--- config.mk ---
export PLATFORM = sky130hd
export DESIGN_NAME = matmul_top
export DESIGN_NICKNAME = d
export VERILOG_FILES = /design/src/mm_cfg_pkg.sv /design/src/mm_bus_pkg.sv /design/src/matmul_top.sv /design/src/block_to_row_conv.sv /design/src/matmul_engine.sv /design/src/row_to_block_conv.sv
export SDC_FILE = /design/constraint.sdc
export NUM_CORES = 2
export LEC_CHECK = 0
export ABC_AREA = 1
export BUFFER_PORTS_ARGS = -buffer_cell sky130_fd_sc_hd__buf_2
export CORE_MARGIN = 4
export CORE_UTILIZATION = 52
export CTS_CLUSTER_DIAMETER = 200
export CTS_CLUSTER_SIZE = 8
export DETAILED_ROUTE_END_ITERATION = 12
export PLACE_DENSITY = 0.7
export SYNTH_ARGS = -nofsm -noshare
export SYNTH_HDL_FRONTEND = slang
export SYNTH_SLANG_ARGS = --single-unit
--- constraint.sdc ---
create_clock -name clk -period 8.55 [get_ports clk]
set_input_delay 0.4275 -clock clk [delete_from_list [all_inputs] [get_ports clk]]
set_output_delay 0.4275 -clock clk [all_outputs]
set_load 0.01 [all_outputs]
--- src/mm_cfg_pkg.sv ---
////////////////////////////////////////////////////////////////////////////
// Matrix multiply configuration
////////////////////////////////////////////////////////////////////////////
package mm_cfg_pkg;

    // Matrix shapes, result is i_rows x w_cols
    localparam int i_rows    = 4;
    localparam int inner_dim = 3;
    localparam int w_cols    = 4;

    // Signed Q8.8 elements
    localparam int data_width = 16;
    localparam int frac_width = 8;
    localparam int acc_width  = 32;

    // Row addresses of the I and W buffers
    localparam int i_addr_width = $clog2(i_rows);
    localparam int w_addr_width = $clog2(inner_dim);
    // Column index within a W or result row
    localparam int col_width = $clog2(w_cols);

    // Last index of each loop
    localparam logic [i_addr_width-1:0] i_last   = i_addr_width'(i_rows - 1);
    localparam logic [w_addr_width-1:0] k_last   = w_addr_width'(inner_dim - 1);
    localparam logic [col_width-1:0]    col_last = col_width'(w_cols - 1);

    // Clamp bounds of a 16-bit signed result
    localparam int data_max = (2 ** (data_width - 1)) - 1;
    localparam int data_min = -(2 ** (data_width - 1));

endpackage
--- src/mm_bus_pkg.sv ---
////////////////////////////////////////////////////////////////////////////
// Matrix multiply bus types
////////////////////////////////////////////////////////////////////////////
package mm_bus_pkg;

    typedef logic signed [mm_cfg_pkg::data_width-1:0] elem_t;

    // Element 0 sits in the low bits of each row
    typedef struct packed {
        elem_t [mm_cfg_pkg::inner_dim-1:0] e;
    } i_row_t;

    typedef struct packed {
        elem_t [mm_cfg_pkg::w_cols-1:0] e;
    } w_row_t;

    typedef struct packed {
        elem_t [mm_cfg_pkg::w_cols-1:0] e;
    } res_row_t;

    // Buffer write ports
    typedef struct packed {
        logic                                we;
        logic [mm_cfg_pkg::i_addr_width-1:0] addr;
        i_row_t                              row;
    } i_wr_t;

    typedef struct packed {
        logic                                we;
        logic [mm_cfg_pkg::w_addr_width-1:0] addr;
        w_row_t                              row;
    } w_wr_t;

    // Outgoing result row
    typedef struct packed {
        logic     last;
        res_row_t row;
    } out_row_t;

endpackage

--- src/matmul_top.sv ---
////////////////////////////////////////////////////////////////////////////
// Matrix multiply subsystem
////////////////////////////////////////////////////////////////////////////
`timescale 1ns/1ps

module matmul_top (
    input  logic                 clk,
    input  logic                 rst_n,
    input  logic                 en,

    // Input matrix I, one row per handshake
    input  logic                 i_req,
    input  mm_bus_pkg::i_row_t   i_row,
    output logic                 i_ack,

    // Weight matrix W, one row per handshake
    input  logic                 w_req,
    input  mm_bus_pkg::w_row_t   w_row,
    output logic                 w_ack,

    // Product rows
    output logic                 o_req,
    output mm_bus_pkg::out_row_t o_data,
    input  logic                 o_ack,
    output logic                 done
);

    mm_bus_pkg::i_wr_t    i_wr;
    mm_bus_pkg::w_wr_t    w_wr;
    logic                 full_i;
    logic                 full_w;
    logic                 res_valid;
    mm_bus_pkg::res_row_t res_row;
    logic                 res_last;
    logic                 res_taken;
    logic                 buf_release;

    row_to_block_conv #(
        .row_t (mm_bus_pkg::i_row_t),
        .wr_t  (mm_bus_pkg::i_wr_t),
        .rows  (mm_cfg_pkg::i_rows)
    ) i_conv (
        .clk         (clk),
        .rst_n       (rst_n),
        .en          (en),
        .req         (i_req),
        .row         (i_row),
        .ack         (i_ack),
        .wr          (i_wr),
        .full        (full_i),
        .buf_release (buf_release)
    );

    row_to_block_conv #(
        .row_t (mm_bus_pkg::w_row_t),
        .wr_t  (mm_bus_pkg::w_wr_t),
        .rows  (mm_cfg_pkg::inner_dim)
    ) w_conv (
        .clk         (clk),
        .rst_n       (rst_n),
        .en          (en),
        .req         (w_req),
        .row         (w_row),
        .ack         (w_ack),
        .wr          (w_wr),
        .full        (full_w),
        .buf_release (buf_release)
    );

    matmul_engine engine (
        .clk       (clk),
        .rst_n     (rst_n),
        .en        (en),
        .i_wr      (i_wr),
        .w_wr      (w_wr),
        .full_i    (full_i),
        .full_w    (full_w),
        .res_valid (res_valid),
        .res_row   (res_row),
        .res_last  (res_last),
        .res_taken (res_taken)
    );

    block_to_row_conv out_conv (
        .clk         (clk),
        .rst_n       (rst_n),
        .en          (en),
        .res_valid   (res_valid),
        .res_row     (res_row),
        .res_last    (res_last),
        .res_taken   (res_taken),
        .o_req       (o_req),
        .o_data      (o_data),
        .o_ack       (o_ack),
        .done        (done),
        .buf_release (buf_release)
    );

endmodule

--- src/block_to_row_conv.sv ---
////////////////////////////////////////////////////////////////////////////
// Result rows to four-phase output
////////////////////////////////////////////////////////////////////////////
`timescale 1ns/1ps

module block_to_row_conv (
    input  logic                 clk,
    input  logic                 rst_n,
    input  logic                 en,

    // Engine side
    input  logic                 res_valid,
    input  mm_bus_pkg::res_row_t res_row,
    input  logic                 res_last,
    output logic                 res_taken,

    // Four-phase row output
    output logic                 o_req,
    output mm_bus_pkg::out_row_t o_data,
    input  logic                 o_ack,

    output logic                 done,
    output logic                 buf_release
);

    typedef enum logic [1:0] {
        ST_IDLE,
        ST_REQ,
        ST_ACK
    } state_t;

    state_t state;

    // Row stays stable while o_req is high
    always_ff @(posedge clk) begin
        if (state == ST_IDLE && res_valid) begin
            o_data.last <= res_last;
            o_data.row  <= res_row;
        end
    end

    always_ff @(posedge clk) begin
        if (!rst_n || !en) begin
            state       <= ST_IDLE;
            done        <= 1'b0;
            buf_release <= 1'b0;
        end else begin
            done        <= 1'b0;
            buf_release <= 1'b0;

            case (state)
                ST_IDLE: begin
                    if (res_valid) begin
                        state <= ST_REQ;
                    end
                end
                ST_REQ: begin
                    if (o_ack) begin
                        state <= ST_ACK;
                    end
                end
                // Handshake closes once ack falls
                ST_ACK: begin
                    if (!o_ack) begin
                        state <= ST_IDLE;
                        if (o_data.last) begin
                            done        <= 1'b1;
                            buf_release <= 1'b1;
                        end
                    end
                end
                default: state <= ST_IDLE;
            endcase
        end
    end

    assign o_req     = (state == ST_REQ);
    // Advances the engine on the same edge the handshake closes
    assign res_taken = (state == ST_ACK) && !o_ack;

endmodule

--- src/matmul_engine.sv ---
////////////////////////////////////////////////////////////////////////////
// Sequential Q8.8 matrix multiply engine
////////////////////////////////////////////////////////////////////////////
`timescale 1ns/1ps

module matmul_engine (
    input  logic                 clk,
    input  logic                 rst_n,
    input  logic                 en,

    // Buffer writes from the row converters
    input  mm_bus_pkg::i_wr_t    i_wr,
    input  mm_bus_pkg::w_wr_t    w_wr,
    input  logic                 full_i,
    input  logic                 full_w,

    // Result rows
    output logic                 res_valid,
    output mm_bus_pkg::res_row_t res_row,
    output logic                 res_last,
    input  logic                 res_taken
);

    typedef enum logic [1:0] {
        ST_IDLE,
        ST_MAC,
        ST_WB,
        ST_OUT
    } state_t;

    state_t state;
    logic   both_full_q;
    logic   start;

    mm_bus_pkg::i_row_t   i_buf   [mm_cfg_pkg::i_rows];
    mm_bus_pkg::w_row_t   w_buf   [mm_cfg_pkg::inner_dim];
    mm_bus_pkg::res_row_t res_buf [mm_cfg_pkg::i_rows];

    logic [mm_cfg_pkg::i_addr_width-1:0] row_idx;
    logic [mm_cfg_pkg::col_width-1:0]    col_idx;
    logic [mm_cfg_pkg::w_addr_width-1:0] k_idx;

    logic signed [mm_cfg_pkg::acc_width-1:0] acc;
    logic signed [mm_cfg_pkg::acc_width-1:0] prod;
    logic signed [mm_cfg_pkg::acc_width-1:0] shifted;
    mm_bus_pkg::elem_t                       a_elem;
    mm_bus_pkg::elem_t                       b_elem;
    mm_bus_pkg::elem_t                       sat_elem;

    // Input buffers
    always_ff @(posedge clk) begin
        if (i_wr.we) begin
            i_buf[i_wr.addr] <= i_wr.row;
        end
        if (w_wr.we) begin
            w_buf[w_wr.addr] <= w_wr.row;
        end
    end

    // Start on the first cycle with both matrices complete
    assign start = full_i && full_w && !both_full_q;

    always_comb begin
        a_elem  = i_buf[row_idx].e[k_idx];
        b_elem  = w_buf[k_idx].e[col_idx];
        prod    = a_elem * b_elem;
        shifted = acc >>> mm_cfg_pkg::frac_width;

        if (shifted > mm_cfg_pkg::data_max) begin
            sat_elem = mm_bus_pkg::elem_t'(mm_cfg_pkg::data_max);
        end else if (shifted < mm_cfg_pkg::data_min) begin
            sat_elem = mm_bus_pkg::elem_t'(mm_cfg_pkg::data_min);
        end else begin
            sat_elem = mm_bus_pkg::elem_t'(shifted);
        end
    end

    // Accumulator and result buffer
    always_ff @(posedge clk) begin
        if (state == ST_MAC) begin
            if (k_idx == '0) begin
                acc <= prod;
            end else begin
                acc <= acc + prod;
            end
        end
        if (state == ST_WB) begin
            res_buf[row_idx].e[col_idx] <= sat_elem;
        end
    end

    always_ff @(posedge clk) begin
        if (!rst_n || !en) begin
            state       <= ST_IDLE;
            both_full_q <= 1'b0;
            row_idx     <= '0;
            col_idx     <= '0;
            k_idx       <= '0;
        end else begin
            both_full_q <= full_i && full_w;

            case (state)
                ST_IDLE: begin
                    if (start) begin
                        row_idx <= '0;
                        col_idx <= '0;
                        k_idx   <= '0;
                        state   <= ST_MAC;
                    end
                end

                ST_MAC: begin
                    if (k_idx == mm_cfg_pkg::k_last) begin
                        k_idx <= '0;
                        state <= ST_WB;
                    end else begin
                        k_idx <= k_idx + 1'b1;
                    end
                end

                // Element written back, move to the next one
                ST_WB: begin
                    state <= ST_MAC;
                    if (col_idx == mm_cfg_pkg::col_last) begin
                        col_idx <= '0;
                        if (row_idx == mm_cfg_pkg::i_last) begin
                            row_idx <= '0;
                            state   <= ST_OUT;
                        end else begin
                            row_idx <= row_idx + 1'b1;
                        end
                    end else begin
                        col_idx <= col_idx + 1'b1;
                    end
                end

                ST_OUT: begin
                    if (res_taken) begin
                        if (row_idx == mm_cfg_pkg::i_last) begin
                            row_idx <= '0;
                            state   <= ST_IDLE;
                        end else begin
                            row_idx <= row_idx + 1'b1;
                        end
                    end
                end

                default: state <= ST_IDLE;
            endcase
        end
    end

    // Row index doubles as the output row pointer
    assign res_valid = (state == ST_OUT);
    assign res_row   = res_buf[row_idx];
    assign res_last  = (row_idx == mm_cfg_pkg::i_last);

endmodule

--- src/row_to_block_conv.sv ---
////////////////////////////////////////////////////////////////////////////
// Row intake to buffer writes
////////////////////////////////////////////////////////////////////////////
`timescale 1ns/1ps

module row_to_block_conv #(
    parameter type row_t = mm_bus_pkg::i_row_t,
    parameter type wr_t  = mm_bus_pkg::i_wr_t,
    parameter int  rows  = mm_cfg_pkg::i_rows
) (
    input  logic clk,
    input  logic rst_n,
    input  logic en,

    // Four-phase row input
    input  logic req,
    input  row_t row,
    output logic ack,

    // Buffer side
    output wr_t  wr,
    output logic full,
    input  logic buf_release
);

    localparam int addr_width = $clog2(rows);
    localparam logic [addr_width-1:0] cnt_last = addr_width'(rows - 1);

    logic [addr_width-1:0] cnt;

    always_ff @(posedge clk) begin
        if (!rst_n || !en) begin
            ack   <= 1'b0;
            full  <= 1'b0;
            cnt   <= '0;
            wr.we <= 1'b0;
        end else begin
            // Strobe lasts one cycle
            wr.we <= 1'b0;

            if (req && !ack && !full) begin
                // New row, write it and acknowledge
                ack     <= 1'b1;
                wr.we   <= 1'b1;
                wr.addr <= cnt;
                wr.row  <= row;
                if (cnt == cnt_last) begin
                    cnt  <= '0;
                    full <= 1'b1;
                end else begin
                    cnt <= cnt + 1'b1;
                end
            end else if (ack && !req) begin
                ack <= 1'b0;
            end

            // Output side has drained the product
            if (buf_release) begin
                full <= 1'b0;
            end
        end
    end

endmodule

# Word-level counts from Yosys, hierarchy flattened
# Memories as Yosys holds them, arrays and structs flattened. A register that Yosys moved wholly into a read port is not among the register bits.
# Index checks and enable logic that the tools add are counted.
# word_totals
ff_bits	171
elab_cells	150
output_inout_bits	69
memories	3
mem_bits_rw	640
latch_bits	0
input_bits	118
rom_bits	0
# classes
mul	1
magnitude_cmp	5
add_sub_neg	6
bitwise	2
muxes	48
shift	0
n_reduce_logical	41
div	0
eq_ne	18
# mem_list
name	depth	width	read_ports	rd_ports_with_merged_regs	wr	line	rtl
engine.res_buf	4	64	1	1	1	matmul_engine.sv:37	mm_bus_pkg::res_row_t res_buf [mm_cfg_pkg::i_rows];
engine.i_buf	4	48	1	1	1	matmul_engine.sv:35	mm_bus_pkg::i_row_t i_buf [mm_cfg_pkg::i_rows];
engine.w_buf	3	64	1	1	1	matmul_engine.sv:36	mm_bus_pkg::w_row_t w_buf [mm_cfg_pkg::inner_dim];
# op_table
cell	n
two-way mux 16 bit	5
two-way mux 67 bit	1
binary-select mux 16 bit (select 2 bit)	2
two-way mux 64 bit	1
two-way mux 51 bit	1
two-way mux 2 bit	21
adder 32 bit	1
demux 16 bit (select 2 bit)	1
multiplier 16 x 16 -> 32 bit	1
two-way mux 32 bit	1
greater-than comparator 24 x 16 -> 1 bit (second input constant)	1
< comparator 24 x 16 -> 1 bit (second input constant)	1
== test 2 bit (second input constant)	8
one-hot mux 2 bit (3 select lines)	2
AND reduction 2 bit	6
logical AND 1 bit	11
adder 2 x 1 -> 2 bit (second input constant)	5
zero test 1 bit	10
two-way mux 1 bit	10
!= test 2 bit (second input constant)	5
one-hot mux 2 bit (2 select lines)	2
one-hot mux 2 bit (4 select lines)	1
AND reduction 4 bit	2
nonzero test 2 bit	4
11 further kinds	18

# Logic depth before layout (Yosys ltp)
# depth
word_depth	6
depth_mapped	47
depth_no_buf	44

# Modules after synthesis
# From an unflattened synthesis, not the netlist that was laid out.
# unflattened
hier_cells	3954
area_unflattened_um2	45005.7
# by_module_without_submodules
mod	area_each_um2	cells_each	n_inst
matmul_engine	38987.4	3688	1
row_to_block_conv (w_conv)	2205.9	98	1
block_to_row_conv	2099.5	88	1
row_to_block_conv (i_conv)	1712.9	80	1

# Least setup slack after synthesis
# OpenSTA, ideal clock, no wires.
# synth_timing
kind	register to register
from	register with a tool-made name
to	register engine.acc[25] (netlist name) (data pin)
required_ns	8.296
setup_slack_ns	1.272
stages_incl_launch_ff	41
t_arrival_ns	7.024
cell_sequence	dfxtp_1 > buf_6 > inv_2 > buf_6 > buf_6 > o21ai_0 > o221ai_1 > nand2_2 > nor2_1 > inv_1 > fa_1 > inv_1 > fa_1 > fa_1 > fa_1 > fa_1 > inv_1 > fa_1 > [5 not listed] > nor3_1 > nand2_1 > nand2_1 > nand2_1 > nand2_1 > nand2_1 > and2_1 > ha_1 > nand2_1 > nor2_1 > inv_1 > nor3_1 > a21boi_0 > nor2_1 > nand2_1 > nand2_1 > nand3_1 > nand2_1
# synth_rtl
item	line	rtl
end signal, assigned	matmul_engine.sv:82	acc <= prod;
end signal, assigned	matmul_engine.sv:84	acc <= acc + prod;
end, declared	matmul_engine.sv:43	logic signed [mm_cfg_pkg::acc_width-1:0] acc;

==> impl_results.md <==
* Dpl hpwl at 73400 um
* Max FO, Critical Path at 28
* Dominant synthesized flop cell: edfxtp_1
* Iter 0 DRT Violations at 2588
* Post-Route WL at 110000 um
* CTS tree: yes
* Core area at 85700 sq um
* # IOs at 187
* Area growth, synth to finish at 16.4%
* Area post-placement at 47700 sq um
* Yosys top cell by area: edfxtp_1
* Final hold vios at 0
* Fin Hold WS at 0.0701 ns
* Met2 GRT Util at 40.3%
* Leakage at 20.9 nW
* Register area share after synthesis at 57.8%
* Status: finished clean
* Share of cells above drive strength 1 at 14.2%
* Setup violations, final at 0
* Asr flop ratio synth at 0%
* Max H-tree Level at 3
* Vias in the first global route at 30.0k
* Ant diodes at 0
* Dpl cells at 5215
* Yosys reg bits at 879
* DRT antenna net count at 0
* Final std cells w/o fill at 5512
* Area of the die at 91700 sq um
* Post-synth top area share at 56.7%
* Die Span Y at 303 um
* Met1 Use GR at 32.6%
* Shortest period the worst path allows at 8.14 ns
* Post-Syn Area at 45200 sq um
* Total GRT Usage at 23.9%
* Fmax at 123 MHz
* Cell Pwr Density at 217 nW/um^2
* Rows at 107
* Initial antenna violation count at 0
* Syn_nets at 4429
* Via-per-instance ratio at 5.44
* First-pass GRT wire length at 169000 um
* Worst Setup Path Type: flop to flop
* Grt met3 use at 3.48%
* Clock skew at 0.0300 ns
* Die X at 303 um
* IO buf count at 186
* Final Net Count at 4830
* Final cycle utilization of the critical path at 95.2%
* Synth Instances at 3924
* Clock tree sinks at 879
* Largest net degree at the start of global routing at 105
* Routability cong. at 0.986
* Starting Density at 52.8%
* DRC Markers at 0
* Clock Tree Buf Depth at 3
* Final Max Tran Viols at 0
* Finished Cell Area at 52600 sq um
* Most frequent cell after synthesis: edfxtp_1
* FILL cells at 6641
* Crit path DAT at 8.54 ns
* Post-Syn Area per Cell at 11.5 sq um
* Drt pass-1 iters at 6
* TritonCTS Buffers at 119
* Top cells by area, synth: edfxtp_1 (57%), fa_1 (12%), nand2_1 (5.4%), inv_1 (3.8%), nor2_1 (3.8%)
* Overflow left after global routing at 0
* Yosys warnings at 0
* Synth cell types at 52
* Most frequent cells after synthesis: edfxtp_1 (853), nand2_1 (651), inv_1 (462)
* WP data required at 8.95 ns
* Worst-path clk slew at 0.06 ns
* CP endpoint kind: flop
* Peak supply drop at 0.184 mV
* Root Buffer: clkbuf_16
* Crit-path max cell delay at 0.62 ns
* Via count at 30.0k
* Wire per inst at 20.0 um
* GRT Max-Usage Layer: met2
* CP max-delay cell: fa_2
* Worst skew pair latency at 0.68 ns
* Number of enable flip-flop cells after synthesis at 853
* Least-Margin Pin Slew at 1.24 ns
* Total of max-cap violations at 0
* Worst min-delay path startpoint: w_req
* Max transition margin at 17.7%
* Crit path launch type: flop
* HP Class: input pin to flop
## kinds of logic (layout without fill, tap and decap cells)
kind of cell	after synthesis	count (layout)	synth area share (%)
AO/OA/AOI/OAI	597	597	7.47
XOR/XNOR	21	21	0.407
adder cells (fa/ha/maj)	387	387	15.1
buffers and inverters	632	1075	6.06
flip-flops	879	879	57.8
multiplexers	1	1	0.0221
AND/OR/NAND/NOR	1407	1408	13.1
## critical path: cells and delay by family, from the launching register on
| kind | cells | cell delay, ns |
|---|---|---|
| AO/OA/AOI/OAI | 6 | 1.02 |
| AND/OR/NAND/NOR | 15 | 1.90 |
| adder cells (fa/ha/maj) | 8 | 3.90 |
| flip-flops | 1 | 0.40 |
| buffers and inverters | 5 | 0.61 |
## worst paths after layout
| path | endpoint | slack, ns | depth (start not counted) |
|---|---|---|---|
| max | engine.acc[29] | 0.41 | 34 |
| max reg2reg | engine.acc[29] | 0.41 | 34 |
| min reg2reg | engine.w_buf[2][56] | 0.46 | 0 |
| min | w_conv.ack | 0.07 | 3 |
## cell usage in the layout, fill, tap and decap left out, drive strengths merged, types with 5 or more instances in the layout
cell,count
clkinv,5
a21o,6
o22ai,113
o21bai,9
nand2,660
inv,484
nand4,17
nand3b,10
nor3,24
nor2,514
clkbuf,165
o21a,5
a21oi,124
xor2,15
dlygate4sd3,112
fa,263
o221ai,14
ha,124
xnor2,6
clkinvlp,5
nand3,153
edfxtp,853
dfxtp,26
nor4,5
and2,13
o211ai,35
or2,10
o21ai,283
buf,304
## final cells by class
type                            instances  area (sq um)  share of cell area, %
Inverter                              487          1910                   3.63
Multi-Input combinational cell       2414         16600                   31.5
Timing Repair Buffer                  422          3250                   6.18
Clock inverter                          5          76.3                  0.145
Timing Repair inverter                  2          16.3                 0.0309
Tap cell                             1144          1430                   2.72
Sequential cell                       879         26200                   49.7
Clock buffer                          159          3170                   6.03
## per-layer routing
metal / routed length (um) / up-vias / part of all wire (%)
met2: 53900 / 1227 / 49
met1: 45400 / 14500 / 41
met3: 7830 / 195 / 7.1
met5: 0 / - / 0
li1: - / 14100 / -
met4: 3160 / 0 / 2.9
## stage by stage
stage,power [W],setup TNS [ns],setup slack (ns),util (%)
2_1_floorplan,0.00652,0,1.27,-
3_3_place_gp,0.00725,-0.0383,-0.0295,55.7
3_5_place_dp,0.00724,-0.0168,-0.0168,55.7
4_1_cts,0.0114,0,0.0966,60.8
5_1_grt,0.0120,-0.0206,-0.0139,61.4
6_report,0.0114,0,0.409,61.4
## state kept, by name, summed over array words and instances, names as in the netlist, 2 cells and up, named ones only
signal           cells
engine.i_buf       192
engine.row_idx       2
i_conv.cnt           2
engine.col_idx       2
out_conv.state       2
engine.acc          32
engine.res_buf     256
engine.k_idx         2
engine.state         2
out_conv.o_data     65
w_conv.wr           67
engine.w_buf       192
i_conv.wr           51
w_conv.cnt           2
## where the power goes
| group | internal [W] | total (W) | switching (W) |
|---|---|---|---|
| clock | 0.00253 | 0.00417 | 0.00165 |
| sequential | 0.00476 | 0.00478 | 0.0000191 |
| combinational | 0.000912 | 0.00248 | 0.00157 |
## timing repair
action	CTS	global route
hold buffers	112	0
gates cloned	0	9
setup endpoints to repair	1	16
hold endpoints to repair	112	0
gates resized for setup	1	84
buffers inserted	0	12
pin swaps	0	5
No activity file was read; power rests on OpenSTA's default activity.
